===== config.mk =====
export PLATFORM = sky130hd
export DESIGN_NAME = reg_map_top
export DESIGN_NICKNAME = d
export VERILOG_FILES = /design/src/source/reg_map_pkg.sv /design/src/source/reg_map_top.sv /design/src/source/reg_store.sv /design/src/source/bus_rd_capture.sv /design/src/source/bus_wr_capture.sv
export VERILOG_INCLUDE_DIRS = /design/src /design/src/source
export SDC_FILE = /design/constraint.sdc
export NUM_CORES = 1
export LEC_CHECK = 0
export ABC_AREA = 1
export BUFFER_PORTS_ARGS = -buffer_cell sky130_fd_sc_hd__buf_2
export CAP_MARGIN = 20
export CORE_AREA = 2 2 452 454
export DETAILED_ROUTE_END_ITERATION = 12
export DIE_AREA = 0 0 454 456
export GPL_TIMING_DRIVEN = 0
export MAX_ROUTING_LAYER = met4
export PLACE_DENSITY = 0.36
export SYNTH_ARGS = -nofsm -noshare
export SYNTH_HDL_FRONTEND = slang
export SYNTH_SLANG_ARGS = --single-unit
export TNS_END_PERCENT = 20

===== constraint.sdc =====
create_clock -name clk -period 4.35 [get_ports clk]
set_input_delay 0.2175 -clock clk [delete_from_list [all_inputs] [get_ports clk]]
set_output_delay 0.2175 -clock clk [all_outputs]
set_load 0.02 [all_outputs]

===== src/source/reg_map_cfg.svh =====
`ifndef REG_MAP_CFG_SVH
`define REG_MAP_CFG_SVH

// bus geometry.
`define REG_DATAW 32
`define REG_ADDRW 8

// ids from REG_MAPPED_CEIL up are unmapped.
`define REG_MEM_SIZE 16
`define REG_MAPPED_CEIL 14

// board constants.
`define REG_DAC_NUM 2
`define REG_MAX_BURST 1024
`define REG_MAX_SCALE 15
`define REG_FW_VERSION 3

`endif

===== src/source/reg_map_pkg.sv =====
`include "reg_map_cfg.svh"

package reg_map_pkg;

	// one register word and one bus byte address.
	typedef logic [`REG_DATAW-1:0] reg_data_t;
	typedef logic [`REG_ADDRW-1:0] reg_addr_t;

	// word index is the byte address divided by 4.
	typedef logic [$clog2(`REG_MEM_SIZE)-1:0] reg_id_t;

	typedef logic [1:0] resp_t;

	localparam resp_t OKAY = 2'd0;
	localparam resp_t SLVERR = 2'd2;

	typedef enum logic [1:0] {
		IDLE,
		HAVE_ADDR,
		HAVE_DATA,
		RESP
	} cap_state_t;

	// fixed ids of the map.
	localparam reg_id_t RST_ID = 0;
	localparam reg_id_t BURST_ID0 = 1;
	localparam reg_id_t SCALE_ID0 = BURST_ID0 + `REG_DAC_NUM;
	localparam reg_id_t MAXB_ID = SCALE_ID0 + `REG_DAC_NUM;
	localparam reg_id_t VER_ID = MAXB_ID + 1;
	localparam reg_id_t SIZE_ID = VER_ID + 1;

endpackage


===== src/source/reg_map_top.sv =====
`timescale 1ns/100ps

`include "reg_map_cfg.svh"

module reg_map_top import reg_map_pkg::*; (
	input logic clk,
	input logic rst_n,
	input logic wa_valid,
	output logic wa_ready,
	input reg_addr_t wa_addr,
	input logic wd_valid,
	output logic wd_ready,
	input reg_data_t wd_data,
	output logic wr_valid,
	input logic wr_ready,
	output resp_t wr_resp,
	input logic ra_valid,
	output logic ra_ready,
	input reg_addr_t ra_addr,
	output logic rd_valid,
	input logic rd_ready,
	output reg_data_t rd_data,
	output resp_t rd_resp,
	input logic [`REG_MEM_SIZE-1:0] rtl_write_reqs,
	input reg_data_t [`REG_MEM_SIZE-1:0] rtl_wd_in,
	input logic [`REG_MEM_SIZE-1:0] rtl_read_reqs,
	output reg_data_t [`REG_MEM_SIZE-1:0] rtl_rd_out,
	output logic [`REG_MEM_SIZE-1:0] fresh_bits
);

	logic st_wr_en;
	reg_id_t st_wr_id;
	reg_data_t st_wr_data;
	reg_id_t st_rd_id;
	reg_data_t st_rd_data;

	bus_wr_capture u_wr (
		.clk(clk),
		.rst_n(rst_n),
		.wa_valid(wa_valid),
		.wa_addr(wa_addr),
		.wd_valid(wd_valid),
		.wd_data(wd_data),
		.wr_ready(wr_ready),
		.wa_ready(wa_ready),
		.wd_ready(wd_ready),
		.wr_valid(wr_valid),
		.wr_resp(wr_resp),
		.st_wr_en(st_wr_en),
		.st_wr_id(st_wr_id),
		.st_wr_data(st_wr_data)
	);

	bus_rd_capture u_rd (
		.clk(clk),
		.rst_n(rst_n),
		.ra_valid(ra_valid),
		.ra_addr(ra_addr),
		.rd_ready(rd_ready),
		.st_rd_data(st_rd_data),
		.ra_ready(ra_ready),
		.rd_valid(rd_valid),
		.rd_data(rd_data),
		.rd_resp(rd_resp),
		.st_rd_id(st_rd_id)
	);

	reg_store u_store (
		.clk(clk),
		.rst_n(rst_n),
		.st_wr_en(st_wr_en),
		.st_wr_id(st_wr_id),
		.st_wr_data(st_wr_data),
		.st_rd_id(st_rd_id),
		.rtl_write_reqs(rtl_write_reqs),
		.rtl_wd_in(rtl_wd_in),
		.rtl_read_reqs(rtl_read_reqs),
		.st_rd_data(st_rd_data),
		.rtl_rd_out(rtl_rd_out),
		.fresh_bits(fresh_bits)
	);

endmodule


===== src/source/reg_store.sv =====
`timescale 1ns/100ps

`include "reg_map_cfg.svh"

module reg_store import reg_map_pkg::*; (
	input logic clk,
	input logic rst_n,
	input logic st_wr_en,
	input reg_id_t st_wr_id,
	input reg_data_t st_wr_data,
	input reg_id_t st_rd_id,
	input logic [`REG_MEM_SIZE-1:0] rtl_write_reqs,
	input reg_data_t [`REG_MEM_SIZE-1:0] rtl_wd_in,
	input logic [`REG_MEM_SIZE-1:0] rtl_read_reqs,
	output reg_data_t st_rd_data,
	output reg_data_t [`REG_MEM_SIZE-1:0] rtl_rd_out,
	output logic [`REG_MEM_SIZE-1:0] fresh_bits
);

	logic [`REG_MEM_SIZE-1:0] bus_hit;

	function automatic reg_data_t clamp(input reg_data_t value, input reg_data_t limit);
		return (value > limit) ? limit : value;
	endfunction

	genvar i;

	generate
		for (i = 0; i < `REG_MEM_SIZE; i++) begin : g_word
			assign bus_hit[i] = st_wr_en && (st_wr_id == reg_id_t'(i));

			if (i == MAXB_ID) begin : g_maxb
				assign rtl_rd_out[i] = reg_data_t'(`REG_MAX_BURST);
			end else if (i == VER_ID) begin : g_ver
				assign rtl_rd_out[i] = reg_data_t'(`REG_FW_VERSION);
			end else if (i == SIZE_ID) begin : g_size
				assign rtl_rd_out[i] = reg_data_t'(`REG_MEM_SIZE);
			end else if (i >= `REG_MAPPED_CEIL) begin : g_unmapped
				// no storage behind these ids.
				assign rtl_rd_out[i] = '0;
			end else begin : g_rw
				// all ones makes the clamp transparent for plain words.
				localparam reg_data_t LIMIT =
					(i >= BURST_ID0 && i < BURST_ID0 + `REG_DAC_NUM) ?
						reg_data_t'(`REG_MAX_BURST) :
					(i >= SCALE_ID0 && i < SCALE_ID0 + `REG_DAC_NUM) ?
						reg_data_t'(`REG_MAX_SCALE) :
						{`REG_DATAW{1'b1}};

				reg_data_t word;

				// bus side wins over a fabric strobe in the same cycle.
				always_ff @(posedge clk) begin
					if (!rst_n)
						word <= '0;
					else if (bus_hit[i])
						word <= clamp(st_wr_data, LIMIT);
					else if (rtl_write_reqs[i])
						word <= clamp(rtl_wd_in[i], LIMIT);
				end

				assign rtl_rd_out[i] = word;
			end
		end
	endgenerate

	assign st_rd_data = rtl_rd_out[st_rd_id];

	// a bus write sets the bit even when an acknowledge clears it the same cycle.
	always_ff @(posedge clk) begin
		if (!rst_n)
			fresh_bits <= '0;
		else
			fresh_bits <= (fresh_bits & ~rtl_read_reqs) | bus_hit;
	end

endmodule


===== src/source/bus_rd_capture.sv =====
`timescale 1ns/100ps

`include "reg_map_cfg.svh"

module bus_rd_capture import reg_map_pkg::*; (
	input logic clk,
	input logic rst_n,
	input logic ra_valid,
	input reg_addr_t ra_addr,
	input logic rd_ready,
	input reg_data_t st_rd_data,
	output logic ra_ready,
	output logic rd_valid,
	output reg_data_t rd_data,
	output resp_t rd_resp,
	output reg_id_t st_rd_id
);

	logic pend;
	logic decerr_q;
	reg_id_t id_q;
	logic ra_xfer;

	// one read in flight from address transfer to data transfer.
	assign ra_ready = !pend && !rd_valid;
	assign ra_xfer = ra_valid && ra_ready;
	assign st_rd_id = id_q;

	always_ff @(posedge clk) begin
		if (ra_xfer) begin
			id_q <= ra_addr[2 +: $bits(reg_id_t)];
			decerr_q <= ra_addr >= reg_addr_t'(`REG_MAPPED_CEIL * 4);
		end
		if (pend) begin
			rd_data <= decerr_q ? '0 : st_rd_data;
			rd_resp <= decerr_q ? SLVERR : OKAY;
		end
	end

	always_ff @(posedge clk) begin
		if (!rst_n) begin
			pend <= 1'b0;
			rd_valid <= 1'b0;
		end else begin
			pend <= ra_xfer;
			if (pend)
				rd_valid <= 1'b1;
			else if (rd_valid && rd_ready)
				rd_valid <= 1'b0;
		end
	end

endmodule


===== src/source/bus_wr_capture.sv =====
`timescale 1ns/100ps

`include "reg_map_cfg.svh"

module bus_wr_capture import reg_map_pkg::*; (
	input logic clk,
	input logic rst_n,
	input logic wa_valid,
	input reg_addr_t wa_addr,
	input logic wd_valid,
	input reg_data_t wd_data,
	input logic wr_ready,
	output logic wa_ready,
	output logic wd_ready,
	output logic wr_valid,
	output resp_t wr_resp,
	output logic st_wr_en,
	output reg_id_t st_wr_id,
	output reg_data_t st_wr_data
);

	cap_state_t state;
	reg_addr_t addr_q;
	reg_data_t data_q;
	logic issue;
	logic wa_xfer;
	logic wd_xfer;
	logic mapped;

	assign wa_ready = (state == IDLE) || (state == HAVE_DATA);
	assign wd_ready = (state == IDLE) || (state == HAVE_ADDR);
	assign wa_xfer = wa_valid && wa_ready;
	assign wd_xfer = wd_valid && wd_ready;

	// unmapped range starts at REG_MAPPED_CEIL words.
	assign mapped = addr_q < reg_addr_t'(`REG_MAPPED_CEIL * 4);

	assign st_wr_id = addr_q[2 +: $bits(reg_id_t)];
	assign st_wr_data = data_q;
	assign st_wr_en = issue && mapped;
	assign wr_resp = mapped ? OKAY : SLVERR;

	always_ff @(posedge clk) begin
		if (wa_xfer)
			addr_q <= wa_addr;
		if (wd_xfer)
			data_q <= wd_data;
	end

	always_ff @(posedge clk) begin
		if (!rst_n) begin
			state <= IDLE;
			issue <= 1'b0;
			wr_valid <= 1'b0;
		end else begin
			issue <= 1'b0;
			case (state)
				IDLE: begin
					if (wa_xfer && wd_xfer) begin
						state <= RESP;
						issue <= 1'b1;
					end else if (wa_xfer) begin
						state <= HAVE_ADDR;
					end else if (wd_xfer) begin
						state <= HAVE_DATA;
					end
				end
				HAVE_ADDR: begin
					if (wd_xfer) begin
						state <= RESP;
						issue <= 1'b1;
					end
				end
				HAVE_DATA: begin
					if (wa_xfer) begin
						state <= RESP;
						issue <= 1'b1;
					end
				end
				RESP: begin
					// response goes out the cycle after the store write.
					if (issue)
						wr_valid <= 1'b1;
					else if (wr_valid && wr_ready) begin
						wr_valid <= 1'b0;
						state <= IDLE;
					end
				end
				default: state <= IDLE;
			endcase
		end
	end

endmodule


==> flow_metrics.py, run 1 <==
metrics = {
    "run_status": {
        "status": "completed",
    },
    "global_routing": {
        "vias_in_the_first_global_route": 26900,
        "grt-ovfl-total": 0,
        "grt_max_degree": 35,
        "grt_antenna_before_repair": 69,
        "wire_length_of_the_first_global_routing_pass_um": 270000,
        "globalRouteTotalUtil": 0.206,
    },
    "synth": {
        "yosys_warnings": 0,
        "syn_area_sq_um": 22700,
        "ys_top_cells_by_area": "dfxtp_1 33%, edfxtp_1 10%, o21ai_0 10%, nand2_1 7.7%, a21oi_1 6.5%",
        "postSynthAreaPerCell_sq_um": 7.41,
        "synth.lib_cells_used.distinct": 37,
        "syn_inst": 3061,
        "synth.ff_latch_count": 450,
        "seq_area_frac_synth": 0.430,
        "synth_top_cell_by_area": "dfxtp_1",
        "synth.top_cell.area_share": 0.330,
    },
    "clocking": {
        "cts_root_buf": "clkbuf_16",
        "clock_tree_from_tritoncts": "yes",
        "clk_pin_slew_worst_paths_ps": 70,
        "cts.repair_timing.setup_buffer_count": 0,
        "clk_path_buf_depth": 3,
        "numClockSinks": 450,
        "cts_made_buffers": 67,
        "htreeDepth": 3,
        "clk-insertion-delay-late_ps": 700,
    },
    "sta": {
        "tightest_slew_margin_relative_to_the_limit": 0.210,
        "finalCritPeriodShare": 0.922,
        "grt_setup_unrepaired": "false",
        "finalHoldViolCount": 0,
        "finalClockSkew_ps": 38.2,
        "tightest_slew_ps": 1180,
        "final_max_slew_viol_count": 0,
        "timing.setup.tns_ps": 0,
        "max_freq_mhz": 249,
        "timing.final.setup_violations": 0,
        "finalWorstPathRequiredPeriod_ps": 4010,
        "fin_worst_hold_slack_ps": 37.0,
    },
    "critical_path": {
        "critical_path.startpoint_type": "register",
        "arrival_ps": 4430,
        "critPathSlowestCell": "o21ai_0",
        "timing.critical_path.cells": "buf_2 > inv_2 > buf_2 > clkbuf_1 > buf_8 > o21ai_0 > o221ai_1 > a21oi_1 > nor2_1",
        "setup.worst_path.end_class": "register",
        "data_required_time_at_the_worst_endpoint_ps": 4770,
        "maximum_fanout_encountered_on_the_critical_timing_path": 10,
        "slowest_delay_ps": 690,
        "timing.critical_path.buf_inv": 5,
        "cell_occurring_most_often_along_the_worst_timing_path": "buf_2",
        "timing_worst_setup_path_type": "register to register",
        "cell_family_with_most_cp_delay": "compound AO/OA/AOI/OAI gates",
    },
    "place": {
        "dp_hpwl_um": 182000,
        "gp_routability_congestion": 0.924,
        "io_buffers": 830,
    },
    "route": {
        "antenna_left": 0,
        "vias_per_cell": 3.77,
        "detail_route.drc_violations": 0,
        "avgRoutedWirePerCell_um": 29.6,
        "postRouteWirelength_um": 214000,
        "via_count": 27200,
        "initialDrtViolationCount": 1934,
        "detail_route.first_pass.iterations": 6,
    },
    "floorplan": {
        "boundaryPins": 1168,
        "floorplan.die.height_um": 456,
        "die-area_sq_um": 207000,
        "dieWidth_um": 454,
        "initial_utilization": 0.113,
        "design.core.area_sq_um": 202000,
        "row_count": 165,
    },
    "min_path": {
        "timing.hold.worst.class": "primary input to register",
    },
    "layout": {
        "layout_common_cells": "869 x buf_2, 465 x nand2_1, 452 x o21ai_0",
        "mostFrequentLayoutCell": "buf_2",
        "num-fill-cells": 23100,
        "ratio_of_cells_with_drive_above_1_in_the_final_layout": 0.283,
        "syn2layout_area_growth_pct": 60.1,
        "fin_util": 0.180,
        "nets": 5036,
    },
    "run": {
        "timing.max_cap.violations": 0,
    },
    "power_and_ir_drop": {
        "vdd_ir_drop_max_uv": 283,
        "static-leakage-power_nw": 16.0,
        "powerDensity_nw_per_um2": 371,
    },
}
## cell families (layout without fill, tap and decap cells)
family / after synthesis / count (layout) / share of synthesized area
multiplexers: 74 / 74 / 0.0367
AO/OA/AOI/OAI: 830 / 830 / 0.194
adder cells (fa/ha/maj): 5 / 5 / 0.00276
other: 2 / 224 / 0.000331
AND/OR/NAND/NOR: 987 / 987 / 0.188
buffers and inverters: 713 / 1977 / 0.148
flip-flops: 450 / 450 / 0.430
## synthesized netlist by cell type (all sizes together)
master,number
nand3,120
a311o,1
o211ai,15
ha,5
conb,2
nand4,25
nor2,257
nand3b,2
nand2,466
o221ai,43
nor3,99
o21ai,452
o22ai,1
edfxtp,76
a31oi,15
clkbuf,154
nor3b,13
dfxtp,374
buf,219
clkinv,8
a211oi,2
a22oi,6
inv,332
mux2,74
or2,2
nor4,3
a21oi,295
## worst reg2reg max path, cell delays in order, from the launching register on
cell,delay (ps)
edfxtp_1,540
buf_2,300
inv_2,150
buf_2,290
clkbuf_1,330
buf_8,240
o21ai_0,700
o221ai_1,630
a21oi_1,490
nor2_1,80
## metal layers
layer	part of all wire	wire length (um)	vias up	global-route usage
li1	-	-	12700	-
met1	0.40	84800	13100	0.228
met2	0.50	107000	1074	0.354
met3	0.054	11500	290	0.0400
met4	0.050	10800	0	0.0902
met5	0	0	-	-
## flip-flops by register name (all words and copies together) (netlist names), 2 cells and up
register                  cells
u_rd.rd_data                 32
u_rd.st_rd_id                 4
u_store.fresh_bits           16
u_store.g_word.g_rw.word    352
u_wr.addr_q                   6
u_wr.st_wr_data              32
u_wr.state                    2
## timing repair
item / CTS / global route
setup endpoints to repair: 0 / 0
gates resized for setup: 0 / 0
hold buffers: 295 / 0
hold endpoints to repair: 291 / 0
## metrics by stage
stage / std cells / worst slack (ps) / instance area, sq um / total power [mW]
after global routing: 7201 / 313 / 36300 / 14.0
final: 7219 / 341 / 36300 / 13.5
after CTS: 7156 / 230 / 36200 / 13.7
after global placement: 6723 / 78.7 / 30800 / 7.78
after detailed placement: 6739 / 246 / 31100 / 7.83
after floorplan: 3221 / 2300 / 23300 / 6.02
## area by class of cell
cell class	count	area [sq um]	area share
sequential	450	9770	0.269
buffer	373	2080	0.0572
clock buffer	97	1940	0.0535
clock inverter	25	205	0.00565
multi-input combinational	2058	10200	0.280
antenna	62	155	0.00427
tap	2672	3340	0.0920
inverter	340	1280	0.0351
timing repair buffer	1142	7390	0.203
## report_power, final
group | switching, mW | total (mW) | internal [mW]
Combinational | 2.23 | 3.14 | 0.913
Clock | 2.38 | 5.57 | 3.18
Sequential | 0.286 | 4.79 | 4.50
Total | 4.90 | 13.5 | 8.60
## worst paths after layout
path	from	to	slack, ps	depth (start not counted)
worst max-delay path	u_rd.st_rd_id[0]	u_rd.rd_data[12]	340	9
worst min-delay path	rtl_wd_in[415]	u_store.g_word[12].g_rw.word[31]	40	5
worst max register to register	u_rd.st_rd_id[0]	u_rd.rd_data[12]	340	9
worst min register to register	u_store.g_word[4].g_rw.word[20]	u_store.g_word[4].g_rw.word[20]	450	2
Power figures use the tool's default switching activity.
==> inputs of run 2 (changes only) <==
--- a/config.mk
+++ b/config.mk
@@ -9,12 +9,13 @@
 export ABC_AREA = 1
 export BUFFER_PORTS_ARGS = -buffer_cell sky130_fd_sc_hd__buf_2
 export CAP_MARGIN = 20
-export CORE_AREA = 2 2 452 454
+export CORE_AREA = 2 2 449 451
 export DETAILED_ROUTE_END_ITERATION = 12
-export DIE_AREA = 0 0 454 456
+export DIE_AREA = 0 0 451 453
 export GPL_TIMING_DRIVEN = 0
 export MAX_ROUTING_LAYER = met4
-export PLACE_DENSITY = 0.36
+export PLACE_DENSITY = 0.38
+export SLEW_MARGIN = 30
 export SYNTH_ARGS = -nofsm -noshare
 export SYNTH_HDL_FRONTEND = slang
 export SYNTH_SLANG_ARGS = --single-unit
==> constraint.sdc (replaced) <==
create_clock -name clk -period 3.25 [get_ports clk]
set_input_delay 0.1625 -clock clk [delete_from_list [all_inputs] [get_ports clk]]
set_output_delay 0.1625 -clock clk [all_outputs]
set_load 0.02 [all_outputs]
==> run 2 against run 1 <==
The flow now finishes with violations (setup timing). Combinational power is 35% higher. Sequential share of layout area is 0.20 points lower. Utilization is 0.36 points higher. Clock skew is 13 ps higher. Wire length hardly changed. Global-route usage is 0.11 points higher. Clock power is 42% higher. Largest power group unchanged.
==> flow_metrics.py, run 2 (synthesis gave the netlist of run 1 again) <==
metrics = {
    "run_status": {
        "status": "complete, but fails checks",
        "failed_checks": "setup timing",
    },
    "layout": {
        "nets": 5046,
        "syn2layout_area_growth_pct": 61.4,
        "fin_util": 0.184,
        "layout_common_cells": "874 x buf_2, 465 x nand2_1, 448 x o21ai_0",
        "top_register": "u_store.g_word.g_rw.word",
        "largest_register_ffs": 352,
        "ratio_of_cells_with_drive_above_1_in_the_final_layout": 0.294,
        "multi_input_comb_area_sq_um": 10200,
        "num-fill-cells": 22700,
        "stdcell_count": 7186,
        "layout.area.seq_sq_um": 9770,
        "mostFrequentLayoutCell": "buf_2",
        "finalInstanceArea_sq_um": 36600,
    },
    "clocking": {
        "cts_made_buffers": 66,
        "clock_tree_from_tritoncts": "yes",
        "htreeDepth": 3,
        "clk_pin_slew_worst_paths_ps": 60,
        "cts.repair_timing.setup_buffer_count": 0,
        "clk_path_buf_depth": 3,
        "numClockSinks": 450,
        "cts_root_buf": "clkbuf_16",
        "clk-insertion-delay-late_ps": 710,
    },
    "critical_path": {
        "setup.worst_path.end_class": "register",
        "ff2ff_setup_slack_ps": -50,
        "setup.worst_path.start": "u_rd.st_rd_id[0]",
        "maximum_fanout_encountered_on_the_critical_timing_path": 10,
        "timing_worst_setup_path_type": "register to register",
        "worstReg2RegStart": "u_rd.st_rd_id[0]",
        "critical_path.startpoint_type": "register",
        "arrival_ps": 3700,
        "data_required_time_at_the_worst_endpoint_ps": 3650,
    },
    "min_path": {
        "timing.hold.worst.class": "primary input to register",
        "hold_path_startpoint": "rtl_wd_in[126]",
    },
    "route": {
        "antenna_left": 0,
        "vias_per_cell": 3.85,
        "initialDrtViolationCount": 2291,
        "via_count": 27700,
        "detail_route.first_pass.iterations": 6,
        "avgRoutedWirePerCell_um": 29.8,
        "detail_route.drc_violations": 0,
        "postRouteWirelength_um": 214000,
    },
    "global_routing": {
        "vias_in_the_first_global_route": 26900,
        "grt-ovfl-total": 0,
        "grt_antenna_before_repair": 71,
        "grt_max_degree": 22,
        "globalRouteTotalUtil": 0.207,
        "wire_length_of_the_first_global_routing_pass_um": 268000,
    },
    "power_and_ir_drop": {
        "part_of_the_power_in_combinational_logic": 0.228,
        "p_switching_mw": 6.60,
        "vdd_ir_drop_max_uv": 361,
        "internal-power_mw": 12.0,
        "static-leakage-power_nw": 16.3,
        "powerDensity_nw_per_um2": 507,
        "total_power_mw": 18.6,
        "sequentialPowerShare": 0.345,
        "clock_power_share": 0.427,
        "power.switching_fraction": 0.356,
    },
    "sta": {
        "grt_setup_unrepaired": "true",
        "finalCritPeriodShare": 1.01,
        "timing.final.setup_violations": 1,
        "fin_worst_hold_slack_ps": 44.8,
        "tightest_slew_margin_relative_to_the_limit": 0.289,
        "finalWorstPathRequiredPeriod_ps": 3300,
        "finalClockSkew_ps": 51.0,
        "post-route-worst-setup-slack_ps": -47.3,
        "tightest_slew_ps": 1060,
        "final_max_slew_viol_count": 0,
        "finalHoldViolCount": 0,
        "max_freq_mhz": 303,
    },
    "place": {
        "placed_cells_incl_taps": 6716,
        "io_buffers": 830,
        "gp_routability_congestion": 0.923,
        "dp_hpwl_um": 181000,
        "dpl_cell_area_sq_um": 31100,
    },
    "floorplan": {
        "design.core.area_sq_um": 199000,
        "initial_utilization": 0.114,
        "floorplan.die.height_um": 453,
        "die-area_sq_um": 204000,
        "dieWidth_um": 451,
        "boundaryPins": 1168,
        "row_count": 164,
    },
    "run": {
        "timing.max_cap.violations": 0,
    },
}
[run 2: cell types whose count changed in the layout (fill, tap and decap cells not counted), sizes merged]
| cell | change |
|---|---|
| buf | -8 |
| bufinv | +9 |
| clkbuf | -10 |
| clkinv | -4 |
| clkinvlp | -2 |
| diode | -25 |
| dlygate4sd3 | +19 |
| inv | +4 |
[run 2: path summary, 6_finish.rpt]
path                                          end  cells after the start
setup / recovery                 u_rd.rd_data[17]                      6
hold / removal     u_store.g_word[3].g_rw.word[1]                      7
setup reg to reg                 u_rd.rd_data[17]                      6
hold reg to reg   u_store.g_word[4].g_rw.word[17]                      2
[run 2: what timing repair did]
| action | 4_1_cts | 5_1_grt |
|---|---|---|
| gates resized for setup | 22 | 6 |
| endpoints found under the setup margin | 16 | 7 |
| hold buffers | 314 | 0 |
| hold endpoints to repair | 325 | 0 |
[run 2: power by group through the flow]
stage | Sequential [mW] | Clock, mW | Combinational, mW
5_1_grt | 6.43 | 8.29 | 4.46
4_1_cts | 6.40 | 8.15 | 4.27
3_3_place_gp | 6.54 | 0 | 3.84
6_report | 6.41 | 7.92 | 4.23
2_1_floorplan | 6.55 | 0 | 1.51
3_5_place_dp | 6.52 | 0 | 3.91
[run 2: cell type report]
| class | instances | share of cell area |
|---|---|---|
| sequential | 450 | 0.267 |
| multi-input combinational | 2058 | 0.280 |
| tap | 2656 | 0.0907 |
| buffer | 373 | 0.0585 |
| clock buffer | 87 | 0.0486 |
| antenna | 37 | 0.00253 |
| timing repair buffer | 1153 | 0.205 |
| inverter | 340 | 0.0349 |
| clock inverter | 32 | 0.0131 |
[run 2: per-layer routing]
metal,vias to the layer above,global-route usage,routed length (um)
met2,1229,0.357,107000
met1,13500,0.231,83700
met5,-,-,0
met4,0,0.0939,11200
li1,12700,-,-
met3,294,0.0372,12000
[run 2: per-stage QoR]
step	TNS [ps]	setup slack, ps
global route	-39.6	-26.7
global placement	-13660	-1150
finish	-47.3	-47.3
detailed placement	-3870	-884
CTS	-47.0	-47.0
floorplan	0	1200
[run 2: critical path, cell delays in order, from the launching register on]
cell and delay (ps):
edfxtp_1 530, buf_2 270, nand2_1 460, clkbuf_1 740, o221ai_1 420, a21oi_1 430
nor2_1 140
